--- src/rtl/zx_pkg.sv ---
// Shared definitions for the Spectrum 128 host glue
// Z80 bus and RAM request structs, port data byte union
// Turbo rate and machine enums, memory map and clock-enable constants

`default_nettype none

package zx_pkg;

	// ========================================
	// Memory map
	// ========================================
	// RAM address is {spare, region, bank, offset}, region set for ROM
	localparam int RAM_ADDR_W = 19;
	localparam int RAM_OFS_W  = 14;

	localparam logic [2:0] ROM_BANK_BASE = 3'd0;
	localparam logic [2:0] SCREEN_BANK   = 3'd5;
	localparam logic [2:0] MID_BANK      = 3'd2;

	// ========================================
	// CPU clock enables
	// ========================================
	// Periods in clk_sys cycles
	localparam int CE_PERIOD_3M5 = 8;
	localparam int CE_PERIOD_7M  = 4;
	localparam int CE_PERIOD_14M = 2;
	localparam int CE_CNT_W      = $clog2(CE_PERIOD_3M5);

	// Periods without enables after a rate change
	localparam int SETTLE_W = 2;
	localparam logic [SETTLE_W-1:0] TURBO_SETTLE = 2'd2;

	// ========================================
	// Types
	// ========================================
	typedef enum logic [1:0] {
		TURBO_3M5 = 2'd0,
		TURBO_7M  = 2'd1,
		TURBO_14M = 2'd2
	} zx_turbo_e;

	typedef enum logic [0:0] {
		MACHINE_128K = 1'b0,
		MACHINE_48K  = 1'b1
	} zx_machine_e;

	// One cycle of Z80 bus state, control flags active high
	typedef struct packed {
		logic [15:0] addr;
		logic [7:0]  dout;
		logic        mreq;
		logic        iorq;
		logic        rd;
		logic        wr;
		logic        m1;
	} zx_bus_t;

	typedef struct packed {
		logic [RAM_ADDR_W-1:0] addr;
		logic                  rd;
		logic                  we;
	} zx_ram_req_t;

	// CPU data byte as seen by port 0x7FFD or by the ULA port
	typedef union packed {
		struct packed {
			logic [1:0] spare;
			logic       lock;
			logic       rom_sel;
			logic       scr_sel;
			logic [2:0] bank;
		} page_view;
		struct packed {
			logic [2:0] unused;
			logic       ear;
			logic       mic;
			logic [2:0] border;
		} ula_view;
	} zx_io_byte_u;

endpackage

`default_nettype wire

--- src/rtl/zx_clock_enables.sv ---
// CPU clock-enable generator
// Free-running divider, turbo rate switching with settle time, pause

`timescale 1ns/1ps
`default_nettype none

module zx_clock_enables (
	input  wire                    clk_sys,
	input  wire                    reset,
	input  wire zx_pkg::zx_turbo_e turbo,
	input  wire                    pause,
	output logic                   cpu_ce_p,
	output logic                   cpu_ce_n
);

	logic [zx_pkg::CE_CNT_W-1:0] cnt;
	logic [zx_pkg::CE_CNT_W-1:0] mask;
	logic [zx_pkg::CE_CNT_W-1:0] half;
	logic [zx_pkg::SETTLE_W-1:0] settle;
	zx_pkg::zx_turbo_e           rate;
	logic                        p_hit;
	logic                        n_hit;
	logic                        run;

	// Period mask and half-period point of the applied rate
	always_comb begin
		case (rate)
			zx_pkg::TURBO_14M: begin
				mask = zx_pkg::CE_CNT_W'(zx_pkg::CE_PERIOD_14M - 1);
				half = zx_pkg::CE_CNT_W'(zx_pkg::CE_PERIOD_14M / 2);
			end
			zx_pkg::TURBO_7M: begin
				mask = zx_pkg::CE_CNT_W'(zx_pkg::CE_PERIOD_7M - 1);
				half = zx_pkg::CE_CNT_W'(zx_pkg::CE_PERIOD_7M / 2);
			end
			default: begin
				mask = zx_pkg::CE_CNT_W'(zx_pkg::CE_PERIOD_3M5 - 1);
				half = zx_pkg::CE_CNT_W'(zx_pkg::CE_PERIOD_3M5 / 2);
			end
		endcase
	end

	assign p_hit = (cnt & mask) == '0;
	assign n_hit = (cnt & mask) == half;

	always_ff @(posedge clk_sys) begin
		if (reset) begin
			cnt      <= '0;
			rate     <= turbo;
			settle   <= '0;
			run      <= 1'b0;
			cpu_ce_p <= 1'b0;
			cpu_ce_n <= 1'b0;
		end else begin
			cnt      <= cnt + 1'b1;
			cpu_ce_p <= p_hit & (settle == '0) & ~pause;
			// Falling edge follows the rising edge of the same period
			cpu_ce_n <= n_hit & run;

			// Period boundary
			if (p_hit) begin
				if (settle != '0) begin
					settle <= settle - 1'b1;
					run    <= 1'b0;
				end else begin
					run <= ~pause;
				end
			end

			// Rate switch only at the falling point
			if (n_hit && (turbo != rate)) begin
				rate   <= turbo;
				settle <= zx_pkg::TURBO_SETTLE;
				run    <= 1'b0;
			end
		end
	end

endmodule

`default_nettype wire

--- src/rtl/zx_port_decoder.sv ---
// I/O port decoder for 0x7FFD and the ULA port
// Registered write strobes with latched data byte, CPU read data mux

`timescale 1ns/1ps
`default_nettype none

module zx_port_decoder (
	input  wire                  clk_sys,
	input  wire                  reset,
	input  wire zx_pkg::zx_bus_t bus,
	input  wire [7:0]            fe_read,
	input  wire [7:0]            ram_dout,
	output logic                 page_wr_stb,
	output logic                 ula_wr_stb,
	output zx_pkg::zx_io_byte_u  io_data,
	output logic [7:0]           cpu_din
);

	logic io_wr;
	logic io_wr_q;
	logic io_wr_rise;
	logic page_sel;
	logic ula_sel;
	logic mem_rd;
	logic ula_rd;

	// Interrupt acknowledge has m1 set and is not a port access
	assign io_wr      = bus.iorq & bus.wr & ~bus.m1;
	assign io_wr_rise = io_wr & ~io_wr_q;

	assign page_sel = ~bus.addr[15] & ~bus.addr[1];
	assign ula_sel  = ~bus.addr[0];

	always_ff @(posedge clk_sys) begin
		if (reset) begin
			io_wr_q     <= 1'b0;
			page_wr_stb <= 1'b0;
			ula_wr_stb  <= 1'b0;
		end else begin
			io_wr_q     <= io_wr;
			page_wr_stb <= io_wr_rise & page_sel;
			ula_wr_stb  <= io_wr_rise & ula_sel;
		end
	end

	// Byte travels with its strobe
	always_ff @(posedge clk_sys) begin
		if (io_wr_rise) begin
			io_data <= bus.dout;
		end
	end

	// ========================================
	// Read data to the CPU
	// ========================================
	assign mem_rd = bus.mreq & bus.rd;
	assign ula_rd = bus.iorq & bus.rd & ~bus.m1 & ~bus.addr[0];

	always_comb begin
		if (mem_rd) begin
			cpu_din = ram_dout;
		end else if (ula_rd) begin
			cpu_din = fe_read;
		end else begin
			// Floating bus
			cpu_din = 8'hFF;
		end
	end

endmodule

`default_nettype wire

--- src/rtl/zx_paging.sv ---
// 128K memory paging
// 0x7FFD page register with lock, 48K machine mode, RAM request mapping

`timescale 1ns/1ps
`default_nettype none

module zx_paging (
	input  wire                      clk_sys,
	input  wire                      reset,
	input  wire zx_pkg::zx_machine_e machine,
	input  wire zx_pkg::zx_bus_t     bus,
	input  wire                      page_wr_stb,
	input  wire zx_pkg::zx_io_byte_u io_data,
	output zx_pkg::zx_ram_req_t      ram_req,
	output logic                     page_scr
);

	zx_pkg::zx_io_byte_u page_q;
	zx_pkg::zx_machine_e machine_q;
	logic                is_48k;
	logic                rom_sel;
	logic                rom_win;
	logic                region;
	logic [2:0]          bank;

	// ========================================
	// Page register
	// ========================================
	always_ff @(posedge clk_sys) begin
		if (reset) begin
			page_q    <= '0;
			machine_q <= machine;
		end else if (page_wr_stb && !page_q.page_view.lock && !is_48k) begin
			page_q <= io_data;
		end
	end

	assign is_48k   = machine_q == zx_pkg::MACHINE_48K;
	assign page_scr = page_q.page_view.scr_sel;

	// 48K machine always runs the BASIC ROM
	assign rom_sel = is_48k ? 1'b1 : page_q.page_view.rom_sel;

	// ========================================
	// Address mapping
	// ========================================
	always_comb begin
		region = 1'b0;
		case (bus.addr[15:14])
			2'd0: begin
				region = 1'b1;
				bank   = zx_pkg::ROM_BANK_BASE + {2'b00, rom_sel};
			end
			2'd1: begin
				bank = zx_pkg::SCREEN_BANK;
			end
			2'd2: begin
				bank = zx_pkg::MID_BANK;
			end
			default: begin
				bank = is_48k ? 3'd0 : page_q.page_view.bank;
			end
		endcase
	end

	assign rom_win = bus.addr[15:14] == 2'd0;

	always_comb begin
		ram_req.addr = {1'b0, region, bank, bus.addr[zx_pkg::RAM_OFS_W-1:0]};
		ram_req.rd   = bus.mreq & bus.rd;
		// ROM is read only
		ram_req.we   = bus.mreq & bus.wr & ~rom_win;
	end

endmodule

`default_nettype wire

--- src/rtl/zx_ula_port.sv ---
// ULA port 0xFE
// Border, ear and mic output registers and the port read value

`timescale 1ns/1ps
`default_nettype none

module zx_ula_port (
	input  wire                      clk_sys,
	input  wire                      reset,
	input  wire                      ula_wr_stb,
	input  wire zx_pkg::zx_io_byte_u io_data,
	input  wire [4:0]                key_data,
	input  wire                      ear_in,
	output logic [2:0]               border_color,
	output logic                     ear_out,
	output logic                     mic_out,
	output logic [7:0]               fe_read
);

	// Audio outputs start silent
	always_ff @(posedge clk_sys) begin
		if (reset) begin
			ear_out <= 1'b0;
			mic_out <= 1'b0;
		end else if (ula_wr_stb) begin
			ear_out <= io_data.ula_view.ear;
			mic_out <= io_data.ula_view.mic;
		end
	end

	always_ff @(posedge clk_sys) begin
		if (ula_wr_stb) begin
			border_color <= io_data.ula_view.border;
		end
	end

	// Keys are active low, bits 7 and 5 read as 1
	assign fe_read = {1'b1, ear_in, 1'b1, key_data};

endmodule

`default_nettype wire

--- src/rtl/zx_host_top.sv ---
// Spectrum 128 host glue top level
// Clock enables, port decoder, paging and ULA port

`timescale 1ns/1ps
`default_nettype none

module zx_host_top (
	input  wire                      clk_sys,
	input  wire                      reset,
	input  wire zx_pkg::zx_bus_t     bus,
	input  wire zx_pkg::zx_turbo_e   turbo,
	input  wire                      pause,
	input  wire zx_pkg::zx_machine_e machine,
	input  wire [4:0]                key_data,
	input  wire                      ear_in,
	input  wire [7:0]                ram_dout,
	output logic                     cpu_ce_p,
	output logic                     cpu_ce_n,
	output zx_pkg::zx_ram_req_t      ram_req,
	output logic [7:0]               cpu_din,
	output logic [2:0]               border_color,
	output logic                     ear_out,
	output logic                     mic_out,
	output logic                     page_scr
);

	logic                page_wr_stb;
	logic                ula_wr_stb;
	zx_pkg::zx_io_byte_u io_data;
	logic [7:0]          fe_read;

	zx_clock_enables i_clock_enables (
		.clk_sys  (clk_sys),
		.reset    (reset),
		.turbo    (turbo),
		.pause    (pause),
		.cpu_ce_p (cpu_ce_p),
		.cpu_ce_n (cpu_ce_n)
	);

	zx_port_decoder i_port_decoder (
		.clk_sys     (clk_sys),
		.reset       (reset),
		.bus         (bus),
		.fe_read     (fe_read),
		.ram_dout    (ram_dout),
		.page_wr_stb (page_wr_stb),
		.ula_wr_stb  (ula_wr_stb),
		.io_data     (io_data),
		.cpu_din     (cpu_din)
	);

	zx_paging i_paging (
		.clk_sys     (clk_sys),
		.reset       (reset),
		.machine     (machine),
		.bus         (bus),
		.page_wr_stb (page_wr_stb),
		.io_data     (io_data),
		.ram_req     (ram_req),
		.page_scr    (page_scr)
	);

	zx_ula_port i_ula_port (
		.clk_sys      (clk_sys),
		.reset        (reset),
		.ula_wr_stb   (ula_wr_stb),
		.io_data      (io_data),
		.key_data     (key_data),
		.ear_in       (ear_in),
		.border_color (border_color),
		.ear_out      (ear_out),
		.mic_out      (mic_out),
		.fe_read      (fe_read)
	);

endmodule

`default_nettype wire

--- config.mk ---
export PLATFORM = sky130hd
export DESIGN_NAME = zx_host_top
export DESIGN_NICKNAME = d
export VERILOG_FILES = /design/src/rtl/zx_pkg.sv /design/src/rtl/zx_clock_enables.sv /design/src/rtl/zx_port_decoder.sv /design/src/rtl/zx_paging.sv /design/src/rtl/zx_ula_port.sv /design/src/rtl/zx_host_top.sv
export SDC_FILE = /design/constraint.sdc
export NUM_CORES = 1
export LEC_CHECK = 0
export ABC_AREA = 1
export ABC_CLOCK_PERIOD_IN_PS = 1600
export BUFFER_PORTS_ARGS = -buffer_cell sky130_fd_sc_hd__buf_4
export CAP_MARGIN = 40
export CORE_ASPECT_RATIO = 1.4
export CORE_MARGIN = 5
export CORE_UTILIZATION = 46
export CTS_CLUSTER_SIZE = 12
export DETAILED_ROUTE_END_ITERATION = 16
export PLACE_DENSITY = 0.87
export SLEW_MARGIN = 5
export SYNTH_ARGS = -nofsm -noshare
export SYNTH_HDL_FRONTEND = slang
export SYNTH_HIERARCHICAL = 1
export SYNTH_SLANG_ARGS = --single-unit
--- constraint.sdc ---
create_clock -name clk_sys -period 1.6 [get_ports clk_sys]
set_input_delay 0.24 -clock clk_sys [delete_from_list [all_inputs] [get_ports clk_sys]]
set_output_delay 0.24 -clock clk_sys [all_outputs]
set_load 0.01 [all_outputs]
==> metrics.txt <==
# TYPE chip_impl_metric gauge
chip_impl_info{name="critical_path_slowest_stage_cell",value="sky130_fd_sc_hd__edfxtp_1"} 1
chip_impl_metric{name="numClockSinks",unit=""} 31
chip_impl_metric{name="cts.hold.buffers_added",unit=""} 0
chip_impl_info{name="cts_tree",value="done"} 1
chip_impl_metric{name="finalWeightedCongestion",unit=""} 0.765
chip_impl_metric{name="fill_cells",unit=""} 331
chip_impl_metric{name="highest_cell_delay_on_the_worst_timing_path",unit="ns"} 0.42
chip_impl_metric{name="antenna-diode-count",unit=""} 0
chip_impl_metric{name="first_global_vias",unit=""} 1273
chip_impl_metric{name="timing.setup.tns",unit="ns"} 0
chip_impl_metric{name="finalCriticalPeriod",unit="ns"} 1.51
chip_impl_metric{name="synth-warning-count",unit=""} 6
chip_impl_metric{name="reg2reg_slack",unit="ns"} 0.09
chip_impl_metric{name="max_clock_freq",unit="GHz"} 0.662
chip_impl_metric{name="period_share",unit="%"} 94.5
chip_impl_metric{name="fin_skew",unit="ns"} 0.00405
chip_impl_metric{name="chip_height",unit="µm"} 81.6
chip_impl_info{name="result_of_the_run",value="completed"} 1
chip_impl_metric{name="dp.final_hpwl",unit="µm"} 2660
chip_impl_metric{name="power_leakage",unit="nW"} 1.09
chip_impl_metric{name="floorplan.initialDensity",unit="%"} 46.6
chip_impl_metric{name="multi_input_comb_area",unit="µm²"} 603
chip_impl_info{name="crit-reg2reg-capture",value="i_clock_enables/rate[1]$_DFFE_PP_"} 1
chip_impl_info{name="worst_setup_path_end_kind",value="flip-flop"} 1
chip_impl_metric{name="timing.reg2reg.worst_path_depth",unit=""} 7
chip_impl_metric{name="share_of_post_route_cells_with_drive_strength_above_1",unit="%"} 30.0
chip_impl_metric{name="layout.area.seq",unit="µm²"} 741
chip_impl_metric{name="design.portCount",unit=""} 86
chip_impl_info{name="cell_at_the_root_of_the_clock_tree",value="sky130_fd_sc_hd__clkbuf_8"} 1
chip_impl_info{name="criticalPathCategory",value="reg -> reg"} 1
chip_impl_info{name="crit_path_from",value="i_clock_enables/rate[0]$_DFFE_PP_"} 1
chip_impl_metric{name="grt_use_total",unit="%"} 13.3
chip_impl_metric{name="layout.cells.non_filler",unit=""} 315
chip_impl_metric{name="clk_transition_reported_paths",unit="ns"} 0.06
chip_impl_metric{name="placementRows",unit=""} 26
chip_impl_metric{name="via_per_inst",unit=""} 4.43
chip_impl_metric{name="detail_route.drc_violations",unit=""} 0
chip_impl_metric{name="num_vias",unit=""} 1394
chip_impl_info{name="timing.critical_path.from_type",value="flip-flop"} 1
chip_impl_metric{name="detail_route.wirelength",unit="µm"} 3250
chip_impl_metric{name="drt.antenna.violating_nets",unit=""} 0
chip_impl_metric{name="grt_antenna_before_repair",unit=""} 0
chip_impl_info{name="source_of_the_worst_register_to_register_timing_path",value="i_clock_enables/rate[0]$_DFFE_PP_"} 1
chip_impl_metric{name="port_buffers",unit=""} 58
chip_impl_metric{name="post-place-cells",unit=""} 307
chip_impl_info{name="critical_path.cell_chain",value="inv_2 -> ha_2 -> inv_1 -> nor2_1 -> nor2_2 -> nand3_2 -> nand2_2"} 1
chip_impl_metric{name="post_drt_wl_per_cell",unit="µm"} 10.3
chip_impl_metric{name="grt_remaining_overflow",unit=""} 0
chip_impl_metric{name="number_of_nets_in_the_final_layout",unit=""} 324
chip_impl_metric{name="buffers_from_clock_root_to_sink_at_most",unit=""} 2
chip_impl_metric{name="synth_cells",unit=""} 230
chip_impl_info{name="rsz0062_at_grt",value="no"} 1
chip_impl_metric{name="global_route_wire_length_before_repair",unit="µm"} 5010
chip_impl_metric{name="numCtsBuffers",unit=""} 5
chip_impl_metric{name="setup_viol_count_final",unit=""} 0
chip_impl_metric{name="crit_path_max_fanout",unit=""} 4
chip_impl_metric{name="arrival",unit="ns"} 1.50
chip_impl_metric{name="placed_area",unit="µm²"} 1990
chip_impl_metric{name="syn-mean-instance-area",unit="µm²"} 7.32
chip_impl_metric{name="ir_drop",unit="V"} 0.000763
chip_impl_metric{name="horizontal_extent_of_the_die",unit="µm"} 61.1
chip_impl_metric{name="max_cap_violations",unit=""} 0
chip_impl_metric{name="area_delta_synth_final",unit="%"} 23.2
chip_impl_metric{name="finalInstanceArea",unit="µm²"} 2070
chip_impl_info{name="min_path_type",value="in -> reg"} 1
chip_impl_metric{name="floorplan.die_area",unit="µm²"} 4990
chip_impl_metric{name="report.final.hold_viol_count",unit=""} 0
chip_impl_info{name="setup.worst_path.end",value="i_clock_enables/rate[1]$_DFFE_PP_"} 1
chip_impl_metric{name="largest_net_degree_at_the_start_of_global_routing",unit=""} 17
chip_impl_metric{name="power_per_cell_area",unit="nW/µm²"} 835
chip_impl_metric{name="timing_max_transition_violations_final",unit=""} 0
chip_impl_metric{name="drt_first_pass_iters",unit=""} 4
chip_impl_metric{name="fp.coreArea",unit="µm²"} 3610
chip_impl_metric{name="synthesis.area",unit="µm²"} 1680
chip_impl_metric{name="detail_route.iter0.violations",unit=""} 36
chip_impl_metric{name="crit_required",unit="ns"} 1.59
chip_impl_metric{name="clkLatencyLatePin",unit="ns"} 0.27
chip_impl_metric{name="cts_max_level",unit=""} 2
[critical path, delay by kind of cell (launching register included)]
family,cells,cell delay [ns]
adder cells (fa/ha/maj),1,0.27
buffers and inverters,2,0.14
flip-flops,1,0.42
AND/OR/NAND/NOR,4,0.41
[metal layers]
metal / vias up / wire length [µm] / share of wire [%] / global-route usage (%)
li1: 743 / - / - / -
met1: 607 / 1090 / 33 / 11.9
met2: 40 / 1910 / 59 / 25.5
met3: 4 / 205 / 6.3 / 5.03
met4: 0 / 47 / 1.4 / 5.64
met5: - / 0 / 0 / 0
[power by group]
part           total [mW]  internal, mW  switching [mW]
clock network       0.556         0.296           0.260
logic               0.299         0.146           0.153
registers           0.877         0.854          0.0229
[timing repair]
item                                    4_1_cts  5_1_grt
buffers inserted                              0        0
endpoints found under the setup margin        0        2
resized for setup                             0        1
[stage by stage]
step | util [%] | hold slack [ns] | power (mW) | worst slack [ns]
floorplan | - | 0.302 | 1.10 | 0.217
global route | 57.4 | 0.124 | 1.84 | 0.0178
finish | 57.4 | 0.141 | 1.73 | 0.0888
global placement | 55.2 | 0.419 | 1.18 | 0.142
CTS | 57.4 | 0.128 | 1.76 | 0.0625
detailed placement | 55.2 | 0.419 | 1.19 | 0.0688
[area by class of cell]
class	count	area share (%)
multi-input cells	134	29.1
clock buffers	6	3.50
repair buffers	59	21.4
flip-flops and latches	31	35.7
well taps	42	2.53
clock inverters	2	0.362
inverters	41	7.48
[how the worst min path moves through the flow]
stage             from                                     end  slack (ns)  cells after the start
5_1_grt         bus[6]     i_port_decoder/io_data[1]$_DFFE_PP_        0.12                      1
3_5_place_dp    bus[6]     i_port_decoder/io_data[1]$_DFFE_PP_        0.42                      1
4_1_cts         bus[6]     i_port_decoder/io_data[1]$_DFFE_PP_        0.13                      1
2_1_floorplan    reset  i_clock_enables/settle[1]$_SDFFE_PP0P_        0.30                      1
3_3_place_gp    bus[6]     i_port_decoder/io_data[1]$_DFFE_PP_        0.42                      1
6_report       machine               i_paging/is_48k$_DFFE_PP_        0.14                      1
[layout by cell type (no fill, tap or decap), drive strengths merged]
cell,count
a21oi,6
buf,59
clkbuf,6
clkinv,3
conb,3
dfxtp,19
edfxtp,12
ha,3
inv,40
nand2,54
nand3,7
nor2,55
nor3,3
o21ai,2
xnor2,1
[state kept, by name, indices dropped and copies added (netlist names)]
signal                      flops
i_paging/is_48k                 1
i_clock_enables/cpu_ce_n        1
i_port_decoder/io_data          6
i_clock_enables/settle          2
i_ula_port/border_color         3
i_port_decoder/ula_wr_stb       1
i_clock_enables/rate            2
i_clock_enables/cnt             3
i_port_decoder/page_wr_stb      1
i_clock_enables/run             1
i_ula_port/ear_out              1
i_paging/page_q                 6
i_clock_enables/cpu_ce_p        1
i_port_decoder/io_wr_q          1
i_ula_port/mic_out              1
Note: power is estimated with default switching activity, not from simulation.
